**config.mk**
```make
export PLATFORM = sky130hd
export DESIGN_NAME = dcache_ctrl
export DESIGN_NICKNAME = d
export VERILOG_FILES = /design/src/source/dcache_pkg.sv /design/src/source/dcache_ctrl.sv
export SDC_FILE = /design/constraint.sdc
export NUM_CORES = 1
export LEC_CHECK = 0
export ABC_AREA = 1
export CAP_MARGIN = 20
export CORE_AREA = 2 2 259 261
export CTS_BUF_LIST = sky130_fd_sc_hd__clkbuf_2 sky130_fd_sc_hd__clkbuf_4 sky130_fd_sc_hd__clkbuf_8
export DETAILED_ROUTE_END_ITERATION = 8
export DIE_AREA = 0 0 261 263
export DONT_BUFFER_PORTS = 1
export HOLD_SLACK_MARGIN = 0.15
export SETUP_SLACK_MARGIN = 0.15
export SKIP_LAST_GASP = 1
export SYNTH_ARGS = -nofsm -noshare
export SYNTH_HDL_FRONTEND = slang
export SYNTH_SLANG_ARGS = --single-unit
export TNS_END_PERCENT = 10
```
**constraint.sdc**
```tcl
create_clock -name clk -period 12.3 [get_ports clk]
set_clock_uncertainty 0.1 [all_clocks]
set_input_delay 1.23 -clock clk [delete_from_list [all_inputs] [get_ports clk]]
set_output_delay 1.23 -clock clk [all_outputs]
set_load 0.05 [all_outputs]
```
**src/source/dcache_pkg.sv**
```systemverilog
package dcache_pkg;

  // address split is tag | index | offset
  localparam int ADDR_W   = 32;
  localparam int DATA_W   = 64;
  localparam int STRB_W   = DATA_W / 8;
  localparam int OFFSET_W = 3;
  localparam int INDEX_W  = 6;
  localparam int TAG_W    = ADDR_W - INDEX_W - OFFSET_W;

  localparam int SETS = 1 << INDEX_W;
  localparam int WAYS = 2;  // way number is one bit

  localparam logic [1:0] RESP_OKAY   = 2'b00;
  localparam logic [1:0] RESP_SLVERR = 2'b10;

  typedef enum logic [3:0] {
    S_IDLE,
    S_LOOKUP,
    S_RDATA,
    S_WDATA,
    S_RESP_R,
    S_RESP_B,
    S_WB_AW,    // victim writeback
    S_WB_W,
    S_WB_B,
    S_FILL_AR,  // line fill
    S_FILL_R
  } ctrl_state_e;

  typedef enum logic {
    ACC_READ,
    ACC_WRITE
  } acc_kind_e;

endpackage
```
**src/source/dcache_ctrl.sv**
```systemverilog
module dcache_ctrl
  import dcache_pkg::*;
(
  input  logic               clk,
  input  logic               rst,
  // requester side
  input  logic               ar_valid_i,
  output logic               ar_ready_o,
  input  logic [ADDR_W-1:0]  ar_addr_i,
  output logic               r_valid_o,
  input  logic               r_ready_i,
  output logic [DATA_W-1:0]  r_data_o,
  output logic [1:0]         r_resp_o,
  input  logic               aw_valid_i,
  output logic               aw_ready_o,
  input  logic [ADDR_W-1:0]  aw_addr_i,
  input  logic               w_valid_i,
  output logic               w_ready_o,
  input  logic [DATA_W-1:0]  w_data_i,
  input  logic [STRB_W-1:0]  w_strb_i,
  output logic               b_valid_o,
  input  logic               b_ready_i,
  output logic [1:0]         b_resp_o,
  // memory side
  output logic               mem_ar_valid_o,
  input  logic               mem_ar_ready_i,
  output logic [ADDR_W-1:0]  mem_ar_addr_o,
  input  logic               mem_r_valid_i,
  output logic               mem_r_ready_o,
  input  logic [DATA_W-1:0]  mem_r_data_i,
  input  logic [1:0]         mem_r_resp_i,
  output logic               mem_aw_valid_o,
  input  logic               mem_aw_ready_i,
  output logic [ADDR_W-1:0]  mem_aw_addr_o,
  output logic               mem_w_valid_o,
  input  logic               mem_w_ready_i,
  output logic [DATA_W-1:0]  mem_w_data_o,
  output logic [STRB_W-1:0]  mem_w_strb_o,
  input  logic               mem_b_valid_i,
  output logic               mem_b_ready_o,
  input  logic [1:0]         mem_b_resp_i,
  // tag store
  output logic [INDEX_W-1:0] tag_lookup_index_o,
  output logic [TAG_W-1:0]   tag_lookup_tag_o,
  input  logic               tag_hit_i,
  input  logic               tag_hit_way_i,
  input  logic               tag_victim_way_i,
  input  logic               tag_victim_dirty_i,
  input  logic [TAG_W-1:0]   tag_victim_tag_i,
  output logic               tag_upd_en_o,
  output logic               tag_upd_way_o,
  output logic [TAG_W-1:0]   tag_upd_tag_o,
  output logic               tag_upd_valid_o,
  output logic               tag_upd_dirty_o,
  output logic               tag_touch_en_o,
  // data store
  output logic               ds_rd_en_o,
  output logic               ds_way_o,
  output logic [INDEX_W-1:0] ds_index_o,
  output logic               ds_wr_en_o,
  output logic [STRB_W-1:0]  ds_wr_strb_o,
  output logic [DATA_W-1:0]  ds_wr_data_o,
  input  logic [DATA_W-1:0]  rd_data_i
);

  ctrl_state_e       state_q;
  ctrl_state_e       state_d;
  acc_kind_e         kind_q;
  logic [ADDR_W-1:0] addr_q;
  logic [ADDR_W-1:0] wb_addr_q;
  logic              vic_way_q;
  logic [DATA_W-1:0] w_data_q;
  logic [STRB_W-1:0] w_strb_q;
  logic [DATA_W-1:0] r_data_q;
  logic [1:0]        resp_q;

  logic ar_hs;
  logic aw_hs;
  logic w_hs;
  logic mem_r_hs;
  logic mem_b_hs;
  logic decide;   // tag result acted on this cycle
  logic fill_ok;
  logic fill_phase;

  assign ar_hs    = ar_valid_i && ar_ready_o;
  assign aw_hs    = aw_valid_i && aw_ready_o;
  assign w_hs     = w_valid_i && w_ready_o;
  assign mem_r_hs = mem_r_valid_i && mem_r_ready_o;
  assign mem_b_hs = mem_b_valid_i && mem_b_ready_o;

  // write hits resolve while the data beat is accepted
  assign decide     = (state_q == S_LOOKUP) || w_hs;
  assign fill_ok    = mem_r_hs && (mem_r_resp_i == RESP_OKAY);
  assign fill_phase = (state_q == S_FILL_R);

  assign ar_ready_o = (state_q == S_IDLE);
  assign aw_ready_o = (state_q == S_IDLE) && !ar_valid_i;  // read wins
  assign w_ready_o  = (state_q == S_WDATA);
  assign r_valid_o  = (state_q == S_RESP_R);
  assign r_data_o   = r_data_q;
  assign r_resp_o   = resp_q;
  assign b_valid_o  = (state_q == S_RESP_B);
  assign b_resp_o   = resp_q;

  assign mem_ar_valid_o = (state_q == S_FILL_AR);
  assign mem_ar_addr_o  = {addr_q[ADDR_W-1:OFFSET_W], {OFFSET_W{1'b0}}};
  assign mem_r_ready_o  = fill_phase;
  assign mem_aw_valid_o = (state_q == S_WB_AW);
  assign mem_aw_addr_o  = wb_addr_q;
  assign mem_w_valid_o  = (state_q == S_WB_W);
  assign mem_w_data_o   = rd_data_i;  // victim word stays in the read register
  assign mem_w_strb_o   = '1;
  assign mem_b_ready_o  = (state_q == S_WB_B);

  assign tag_lookup_index_o = addr_q[OFFSET_W +: INDEX_W];
  assign tag_lookup_tag_o   = addr_q[ADDR_W-1 -: TAG_W];
  assign tag_upd_en_o       = (decide && tag_hit_i && kind_q == ACC_WRITE) || mem_b_hs || fill_ok;
  assign tag_upd_way_o      = (decide && tag_hit_i) ? tag_hit_way_i : vic_way_q;
  assign tag_upd_tag_o      = addr_q[ADDR_W-1 -: TAG_W];
  assign tag_upd_valid_o    = (state_q != S_WB_B);  // written back victim drops out
  assign tag_upd_dirty_o    = decide;
  assign tag_touch_en_o     = decide && tag_hit_i;

  assign ds_index_o   = addr_q[OFFSET_W +: INDEX_W];
  assign ds_rd_en_o   = decide && (tag_hit_i ? (kind_q == ACC_READ) : tag_victim_dirty_i);
  assign ds_wr_en_o   = (decide && tag_hit_i && kind_q == ACC_WRITE) || fill_ok;
  assign ds_way_o     = fill_phase ? vic_way_q : (tag_hit_i ? tag_hit_way_i : tag_victim_way_i);
  assign ds_wr_strb_o = fill_phase ? '1 : ((state_q == S_WDATA) ? w_strb_i : w_strb_q);
  assign ds_wr_data_o = fill_phase ? mem_r_data_i :
                        ((state_q == S_WDATA) ? w_data_i : w_data_q);

  always_comb begin
    state_d = state_q;
    case (state_q)
      S_IDLE: begin
        if (ar_hs) state_d = S_LOOKUP;
        else if (aw_hs) state_d = S_WDATA;
      end
      S_WDATA, S_LOOKUP: begin
        if (decide) begin
          if (tag_hit_i && kind_q == ACC_READ) state_d = S_RDATA;
          else if (tag_hit_i) state_d = S_RESP_B;
          else if (tag_victim_dirty_i) state_d = S_WB_AW;
          else state_d = S_FILL_AR;
        end
      end
      S_RDATA:   state_d = S_RESP_R;
      S_RESP_R:  if (r_ready_i) state_d = S_IDLE;
      S_RESP_B:  if (b_ready_i) state_d = S_IDLE;
      S_WB_AW:   if (mem_aw_ready_i) state_d = S_WB_W;
      S_WB_W:    if (mem_w_ready_i) state_d = S_WB_B;
      S_WB_B:    if (mem_b_valid_i) state_d = S_FILL_AR;
      S_FILL_AR: if (mem_ar_ready_i) state_d = S_FILL_R;
      S_FILL_R: begin
        if (fill_ok) state_d = S_LOOKUP;  // replay hits now
        else if (mem_r_hs && kind_q == ACC_READ) state_d = S_RESP_R;
        else if (mem_r_hs) state_d = S_RESP_B;
      end
      default: state_d = S_IDLE;
    endcase
  end

  always_ff @(posedge clk) begin
    if (rst) begin
      state_q <= S_IDLE;
    end else begin
      state_q <= state_d;
    end
  end

  always_ff @(posedge clk) begin
    if (ar_hs) begin
      addr_q <= ar_addr_i;
      kind_q <= ACC_READ;
      resp_q <= RESP_OKAY;
    end else if (aw_hs) begin
      addr_q <= aw_addr_i;
      kind_q <= ACC_WRITE;
      resp_q <= RESP_OKAY;
    end
    if (w_hs) begin
      w_data_q <= w_data_i;
      w_strb_q <= w_strb_i;
    end
    if (decide && !tag_hit_i) begin
      vic_way_q <= tag_victim_way_i;
      wb_addr_q <= {tag_victim_tag_i, addr_q[OFFSET_W +: INDEX_W], {OFFSET_W{1'b0}}};
    end
    if (state_q == S_RDATA) begin
      r_data_q <= rd_data_i;
    end
    if (mem_b_hs && mem_b_resp_i != RESP_OKAY) begin
      resp_q <= RESP_SLVERR;  // victim lost, flag it on the reply
    end
    if (mem_r_hs && !fill_ok) begin
      resp_q   <= RESP_SLVERR;
      r_data_q <= '0;
    end
  end

  assert property (@(posedge clk) disable iff (rst)
    r_valid_o && !r_ready_i |=> r_valid_o && $stable(r_data_o))
    else $error("r_valid_o dropped before accept on %s", kind_q.name());

  assert property (@(posedge clk) disable iff (rst)
    mem_aw_valid_o && !mem_aw_ready_i |=> mem_aw_valid_o && $stable(mem_aw_addr_o))
    else $error("writeback aw dropped during %s miss", kind_q.name());

endmodule

```
==> impl_metrics.json, run 1 <==
{
  "rsz0062_at_grt": "false",
  "syn_avg_cell_area_um2": 9.25,
  "slew_headroom": 0.202,
  "drive_gt1_frac": 0.190,
  "yosysTopAreaCell": "edfxtp_1",
  "cts_tree": "done",
  "grt_max_degree": 99,
  "synthSimpleGateAreaFrac": 0.176,
  "setup.worst_path.end_class": "output port",
  "io_buffer_count": 0,
  "cellLeakagePower_nw": 4.65,
  "crit_type": "reg2out",
  "reg2reg_from": "state_q[0]",
  "ys_ff_latch": 201,
  "maxSlewViolCount": 0,
  "path_clk_slew_ns": 0.05,
  "ys.flop_type": "edfxtp_1",
  "synth.most_common_cell": "nand2_1",
  "synth_top_area_frac": 0.395,
  "grt_remaining_overflow": 0,
  "grt_first_pass_wirelength_mm": 44.1,
  "r2r-end": "addr_q[9]",
  "crit_end": "ds_wr_data_o[57]",
  "cts_buffers": 37,
  "cts_htree_levels": 2,
  "die_area_um2": 68600,
  "clk_latency_ns": 0.54,
  "wirelength_mm": 32.3,
  "cts_sinks": 201,
  "yosys_warnings": 0,
  "period_share": 0.409,
  "critPathArrivalTime_ns": 3.70,
  "synth_top_family_by_area": "simple AND/OR/NAND/NOR gates",
  "area_growth_pct": 11.4,
  "cts-root-buf": "clkbuf_8",
  "coreArea_um2": 65600,
  "synth_mux_area_frac": 0.0724,
  "synthDistinctLibCells": 27,
  "rows": 94,
  "ys_seq_area_frac": 0.536,
  "async_flop_share": 0,
  "setup_violations": 0,
  "initial_core_util": 0.152,
  "ios": 659,
  "dr.first_iter.drc_count": 455,
  "detail_route.vias_per_cell": 3.67,
  "syn_area_um2": 9950,
  "power_density_nw_per_um2": 334,
  "cap_viol_max_count": 0,
  "crit_start": "state_q[1]",
  "ctsResizeCount": 0,
  "synth_fa_ha_area_frac": 0,
  "syn_inst": 1076,
  "worstMarginPinSlew_ns": 1.19,
  "globalplace.congestion": 0.882,
  "drtPass1Iterations": 6,
  "nNetsFinal": 1312,
  "fin_tns_setup_ns": 0,
  "dp_hpwl_mm": 25.1,
  "grt_pass1_vias": 6803,
  "routedWlPerCell_um": 17.0,
  "post_cts_buffers": 0,
  "hp-class": "reg2reg",
  "drtAntennaViolNets": 0,
  "drc_errors": 0,
  "synth_enable_flop_cells": 131,
  "hold_violations": 0,
  "crit_path_start_kind": "flop",
  "cts_hold_buffers": 0,
  "grt_util_all_layers": 0.0880,
  "synth_xor_area_frac": 0,
  "critPathMaxFanout": 98,
  "cp_data_required_time_ns": 10.97,
  "fmax_mhz": 199,
  "num_vias": 6962,
  "stdcell_area_um2": 11100,
  "synth_area_leaders": "edfxtp_1, dfxtp_1, nand2_1",
  "die_x_um": 261,
  "postPlaceCellArea_um2": 10300,
  "reg2reg_slack_ns": 8.50,
  "status": "finished clean",
  "n_fill_cell": 7335,
  "fin_crit_ns": 5.03,
  "ctsLongestPathBuffers": 3,
  "synth-compound-area-share": 0.0483,
  "r2r_cells": 6,
  "synth_common_cells": "nand2_1, buf_4, edfxtp_1",
  "antenna_found_initial": 13,
  "ir_worst_vdd_mv": 0.166,
  "die_y_um": 263
}
-- report_power, final --
part	total [mW]	internal, mW	leakage, nW	switching [mW]
combinational	1.53	0.337	2.47	1.19
sequential	1.52	0.958	1.79	0.559
clock	0.660	0.377	0.394	0.283
total	3.70	1.67	4.65	2.03
-- critical path, cell delays in order, from the launching register on --
cell and delay (ns):
dfxtp_1 0.48, nand2_1 0.14, nor2_4 0.52, inv_4 0.31, buf_4 0.46, a31oi_1 1.09
-- cells in the final DEF (no fill, tap or decap), types with 3 or more instances in the layout --
master	instances
a21oi_1	7
a31oi_1	64
buf_4	63
clkbuf_4	12
clkbuf_8	40
clkinv_2	6
conb_1	16
dfxtp_1	70
diode_2	6
edfxtp_1	131
inv_1	85
inv_2	5
mux2_1	12
mux2_2	52
nand2_1	330
nand3_1	16
nand4_1	4
nor2_1	86
nor2_2	3
nor2_4	3
o21ai_0	3
-- layout make-up --
cell class,instances,area [um^2],area share
flip-flops and latches,201,5340,0.481
multi-input cells,608,3040,0.274
well taps,864,1080,0.0975
clock buffers,52,641,0.0578
repair buffers,65,520,0.0469
inverters,92,349,0.0315
clock inverters,11,108,0.00971
diodes,6,15.0,0.00135
-- metal layers --
metal	global-route usage	wire length [um]	up-vias	share of wire
met4	0.0415	1180	8	0.036
met2	0.141	14500	517	0.45
met1	0.0980	12500	3162	0.39
met5	0	55	-	0.0017
li1	-	-	3206	-
met3	0.0415	4080	69	0.13
-- per-stage QoR --
| step | worst slack [ns] | cells | utilization | hold WS (ns) | power [mW] |
|---|---|---|---|---|---|
| floorplan | 7.43 | 1090 | - | 0.376 | 2.94 |
| global placement | 7.88 | 1820 | 0.156 | 0.418 | 3.01 |
| detailed placement | 7.86 | 1827 | 0.156 | 0.427 | 3.05 |
| CTS | 7.21 | 1890 | 0.168 | 0.435 | 3.74 |
| global route | 6.96 | 1899 | 0.169 | 0.462 | 3.89 |
| finish | 7.27 | 1899 | 0.169 | 0.443 | 3.70 |
-- kinds of logic after synthesis --
logic type	count (synthesis)
other	2
buffers and inverters	281
DFF	201
and+or+nand+nor	449
muxes	64
AOI/OAI and AO/OA	79
-- how the worst min path moves through the flow --
stage                           from         end  depth (start not counted)
after CTS                 state_q[3]  state_q[3]                          2
after global routing      state_q[3]  state_q[3]                          2
after floorplan               kind_q      kind_q                          2
final                     state_q[3]  state_q[3]                          2
after global placement    state_q[3]  state_q[3]                          2
after detailed placement  state_q[3]  state_q[3]                          2
-- registers in the layout (all words and copies together) (netlist names) --
register,cells
kind_q,1
addr_q,29
vic_way_q,1
r_data_o,64
state_q,4
b_resp_o,1
w_strb_q,8
mem_aw_addr_o,29
w_data_q,64
No activity file was read; power rests on OpenSTA's default activity.
==> run 2, diff against run 1 <==
ABC_AREA = 0   (was 1)
CORE_AREA = 2 2 256 258   (was 2 2 259 261)
DIE_AREA = 0 0 258 260   (was 0 0 261 263)
clock period = 4.8 ns   (was 12.3 ns; I/O delays follow)
==> run 2 against run 1 <==
Combinational power grew to 2.6 times the previous value. Synthesized cell count shrank 8.8%. Cell area grew 23%. Flip-flop and latch count is the same. Final cell count grew 9.7%. Utilization grew 4.3 points. Area after synthesis shrank 3.6%.
==> impl_metrics.json, run 2 <==
{
  "status": "finished clean",
  "grt_util_all_layers": 0.101,
  "synth_enable_flop_cells": 131,
  "stdcell_area_um2": 13600,
  "num_vias": 8069,
  "syn_inst": 981,
  "die_area_um2": 67100,
  "final_common_cell": "nand2_1",
  "power_density_nw_per_um2": 701,
  "hp-class": "in2reg",
  "cpMostUsedCell": "buf_4",
  "coreArea_um2": 64100,
  "setup_ws_ns": 0.575,
  "ctsResizeCount": 0,
  "cts-root-buf": "clkbuf_8",
  "critPathArrivalTime_ns": 3.65,
  "drtAntennaViolNets": 0,
  "wirelength_mm": 37.0,
  "cp_cell_sequence": "nor2_1 -> nand3_4 -> buf_4 -> buf_4 -> nor2_1 -> a31oi_1 -> buf_4",
  "slew_headroom": 0.303,
  "drive_gt1_frac": 0.178,
  "ys_seq_area_frac": 0.556,
  "die_y_um": 260,
  "cap_viol_max_count": 0,
  "dr.first_iter.drc_count": 661,
  "crit_family": "buffers and inverters",
  "postPlaceCellArea_um2": 10300,
  "routedWlPerCell_um": 17.8,
  "cp_data_required_time_ns": 4.22,
  "die_x_um": 258,
  "fin_util": 0.212,
  "fin_crit_ns": 4.23,
  "antenna_found_initial": 13,
  "ir_worst_vdd_mv": 0.349,
  "layout_common_cells": "nand2_1, dlygate4sd3_1, edfxtp_1",
  "area_growth_pct": 41.5,
  "nNetsFinal": 1504,
  "cpPeakStageDelay_ns": 0.71,
  "synth_common_cells": "nand2_1, buf_4, edfxtp_1",
  "fin_tns_setup_ns": 0,
  "cts_buffers": 37,
  "cts_tree": "done",
  "whs_ns": 0.307,
  "syn_area_um2": 9600,
  "cellLeakagePower_nw": 5.15,
  "cts_sinks": 201,
  "critPathMaxFanout": 77,
  "globalplace.congestion": 0.850,
  "ys_ff_latch": 201,
  "fmax_mhz": 237,
  "initial_core_util": 0.150,
  "maxSlewViolCount": 0,
  "ios": 659,
  "grt_max_degree": 78,
  "rsz0062_at_grt": "false",
  "critical_path_buf_inv_count": 3,
  "grt_pass1_vias": 8318,
  "path_clk_slew_ns": 0.05,
  "synth_top_area_frac": 0.410,
  "drc_errors": 0,
  "dp_hpwl_mm": 25.6,
  "ctsLongestPathBuffers": 3,
  "grt_remaining_overflow": 0,
  "cts_htree_levels": 2,
  "io_buffer_count": 0,
  "rows": 93,
  "detail_route.vias_per_cell": 3.87,
  "period_share": 0.880,
  "cp_slowest_cell": "dfxtp_1",
  "grt_first_pass_wirelength_mm": 50.5,
  "drtPass1Iterations": 5,
  "async_flop_share": 0,
  "layout.cells.non_filler": 2084,
  "clk_latency_ns": 0.57,
  "post_cts_buffers": 0,
  "setup.worst_path.end_class": "output port",
  "yosys_warnings": 0,
  "crit_path_start_kind": "flop",
  "yosysTopAreaCell": "edfxtp_1",
  "hold_violations": 0,
  "worstMarginPinSlew_ns": 1.04,
  "total_power_mw": 9.53,
  "crit_type": "reg2out",
  "dp_worst_setup_slack_ns": 1.24,
  "synthDistinctLibCells": 46,
  "synth_area_leaders": "edfxtp_1, dfxtp_1, buf_4",
  "syn_avg_cell_area_um2": 9.78,
  "synth.most_common_cell": "nand2_1",
  "ys.flop_type": "edfxtp_1",
  "dp.cells": 1766,
  "setup_violations": 0
}
==> run 2: cell count changes after synthesis, moves of 5 or more <==
cell	before	now
a21oi_1	8	71
buf_2	33	26
clkbuf_1	10	23
inv_1	86	4
mux2_1	12	0
mux2_2	52	20
mux2_4	0	10
mux2i_1	0	8
nand2_1	331	279
nand2b_1	0	10
nand3_1	16	9
nor2_1	88	71
nor2b_1	0	5
==> run 2: cells by family after synthesis <==
logic type,synth area share
flops,0.556
compound gates,0.0922
buf+inv,0.138
mux,0.0475
simple gates,0.166
other cells,0.000782
==> run 2: what timing repair did <==
item	4_1_cts	5_1_grt
setup endpoints to repair	0	0
endpoints found under the hold margin	225	0
hold buffers	247	0
==> run 2: area by class of cell <==
type	instances	area [um^2]
inverters	6	22.5
multi-input cells	595	3060
clock inverters	14	121
well taps	855	1070
flip-flops and latches	201	5340
diodes	6	15.0
fillers	6829	50500
repair buffers	356	3320
clock buffers	51	646
==> run 2: power breakdown <==
part           internal [mW]  total, mW  switching, mW
clock                  0.978       1.74          0.763
sequential              2.41       3.81           1.40
combinational           1.14       3.97           2.83
total                   4.54       9.53           4.99
==> run 2: per-layer routing <==
| layer | global-route usage | vias to the layer above | part of all wire |
|---|---|---|---|
| met4 | 0.0546 | 12 | 0.046 |
| met5 | 0 | - | 0.0021 |
| met1 | 0.102 | 3789 | 0.35 |
| met3 | 0.0438 | 117 | 0.11 |
| li1 | - | 3624 | - |
| met2 | 0.177 | 527 | 0.50 |
==> run 2: worst reg2reg max path: cells and delay by family, from the launching register on <==
family,cells,cell delay (ns)
AND/OR/NAND/NOR,2,0.80
multiplexers,1,0.45
flip-flops,1,0.80
buffers and inverters,2,0.82
==> run 2: worst paths after layout <==
kind | from | endpoint | slack (ns) | cells past startpoint
worst min-delay path | tag_hit_i | state_q[1] | 0.31 | 4
worst max register to register | state_q[1] | addr_q[12] | 1.57 | 5
worst max-delay path | state_q[2] | ds_wr_data_o[23] | 0.57 | 7
worst min register to register | addr_q[5] | mem_aw_addr_o[5] | 0.36 | 0
==> run 3, diff against run 2 <==
CORE_AREA = 2 2 253 255   (was 2 2 256 258)
DIE_AREA = 0 0 255 257   (was 0 0 258 260)
clock period = 3.86 ns   (was 4.8 ns; I/O delays follow)
==> run 3 against run 2 <==
Global-route usage up 0.12 points. Flip-flop and latch count unchanged. Critical endpoint is now ds_wr_data_o[37]. Clock-buffer cell count up 5. Register-to-register slack worse by 0.75 ns. Sequential power up 24%. Routed wire length down 1.6%. Combinational power up 22%. Via count up 0.73%.
==> impl_metrics.json, run 3 (synthesized netlist as in run 2, its figures left out) <==
{
  "power_density_nw_per_um2": 852,
  "cpMostUsedCell": "buf_4",
  "reg2reg_from": "state_q[2]",
  "nNetsFinal": 1506,
  "die_y_um": 257,
  "seq_area_um2": 5340,
  "antenna_found_initial": 19,
  "fmax_mhz": 297,
  "cap_viol_max_count": 0,
  "rsz0062_at_grt": "false",
  "dr.first_iter.drc_count": 621,
  "status": "finished clean",
  "critPathMaxFanout": 72,
  "drc_errors": 0,
  "cp_cell_sequence": "nor2b_1 -> nand2_2 -> buf_4 -> nand2_1 -> a31oi_1 -> buf_4",
  "die_x_um": 255,
  "crit_type": "reg2out",
  "cp_slowest_cell": "dfxtp_1",
  "cp_data_required_time_ns": 3.37,
  "die_area_um2": 65500,
  "dp_hpwl_mm": 24.9,
  "grt_pass1_vias": 8211,
  "path_clk_slew_ns": 0.05,
  "crit_start": "state_q[3]",
  "grt_remaining_overflow": 0,
  "maxSlewViolCount": 0,
  "globalplace.congestion": 0.869,
  "rows": 92,
  "grt_max_degree": 137,
  "wirelength_mm": 36.4,
  "worstMarginPinSlew_ns": 1.17,
  "final_common_cell": "nand2_1",
  "ctsLongestPathBuffers": 3,
  "grt_first_pass_wirelength_mm": 50.1,
  "cts_tree": "done",
  "drtAntennaViolNets": 0,
  "hp-class": "in2reg",
  "cts_htree_levels": 2,
  "detail_route.vias_per_cell": 3.89,
  "critPathArrivalTime_ns": 2.88,
  "critical_path_buf_inv_count": 2,
  "ir_worst_vdd_mv": 0.442,
  "setup_violations": 0,
  "drtPass1Iterations": 5,
  "drive_gt1_frac": 0.194,
  "cts_sinks": 201,
  "multiInputGateArea_um2": 3050,
  "cpPeakStageDelay_ns": 0.73,
  "ios": 659,
  "fin_tns_setup_ns": 0,
  "slew_headroom": 0.222,
  "cts-root-buf": "clkbuf_8",
  "n_fill_cell": 6664,
  "num_vias": 8128,
  "clk_latency_ns": 0.57,
  "cts_buffers": 36,
  "io_buffer_count": 0,
  "hold_violations": 0,
  "period_share": 0.872,
  "whs_ns": 0.224,
  "grt_util_all_layers": 0.103,
  "cellLeakagePower_nw": 5.21,
  "area_growth_pct": 42.8,
  "hold_start": "w_valid_i",
  "crit_path_start_kind": "flop",
  "coreArea_um2": 62700,
  "crit_family": "buffers and inverters",
  "initial_core_util": 0.153,
  "reg2reg_slack_ns": 0.82,
  "fin_crit_ns": 3.36,
  "routedWlPerCell_um": 17.4,
  "layout_common_cells": "nand2_1, dlygate4sd3_1, edfxtp_1",
  "setup.worst_path.end_class": "output port"
}
## run 3: cell count changes in the layout (fill, tap and decap cells not counted), moves of 2 or more
| cell | previous run | this run |
|---|---|---|
| diode_2 | 6 | 19 |
| dlygate4sd3_1 | 247 | 231 |
| buf_4 | 107 | 114 |
| buf_12 | 2 | 12 |
| clkbuf_4 | 9 | 13 |
| clkinv_1 | 5 | 3 |
| clkinvlp_4 | 3 | 1 |
## run 3: repair_timing
action | in CTS | in global routing
buffers inserted | 0 | 0
resized for setup | 0 | 0
hold endpoints to repair | 240 | 0
hold buffers | 231 | 0
## run 3: cell type report
class | count | area share
sequential | 201 | 0.389
timing repair buffer | 359 | 0.250
multi-input combinational | 595 | 0.222
tap | 846 | 0.0772
clock buffer | 56 | 0.0503
clock inverter | 10 | 0.00611
antenna | 19 | 0.00347
inverter | 6 | 0.00164
## run 3: path summary, 6_finish.rpt
check / cells past startpoint / end
worst max register to register: 5 / addr_q[21]
worst min register to register: 0 / mem_aw_addr_o[4]
worst min-delay path: 3 / state_q[0]
worst max-delay path: 6 / ds_wr_data_o[37]
## run 3: routing by layer
layer  part of all wire  global-route usage  wire length (um)  vias to the layer above
met2               0.46               0.167             16900                      526
met3               0.12              0.0449              4310                       95
met1               0.37               0.109             13600                     3850
met5            0.00022                   0                 8                        -
li1                   -                   -                 -                     3655
met4              0.046              0.0604              1690                        2
## run 3: power breakdown
part | internal [mW] | switching [mW] | total (mW) | leakage [nW]
Clock | 1.21 | 0.912 | 2.12 | 0.410
Combinational | 1.33 | 3.51 | 4.84 | 3.01
Sequential | 3.00 | 1.71 | 4.71 | 1.79
Total | 5.54 | 6.13 | 11.7 | 5.21
## run 3: per-stage QoR
stage	worst slack, ns	cell area (um^2)	util	power, mW	instances
4_1_cts	0.447	13700	0.218	11.7	2072
2_1_floorplan	0.722	9650	-	8.69	995
3_3_place_gp	1.13	10600	0.169	9.10	1775
5_1_grt	0.228	13700	0.218	12.2	2087
3_5_place_dp	1.09	10600	0.169	9.22	1775
6_report	0.495	13700	0.219	11.7	2092
## run 3: tightest hold or removal path, cell delays in order
cell      delay, ns
o22a_1         0.14
o211ai_2       0.14
mux2i_1        0.15
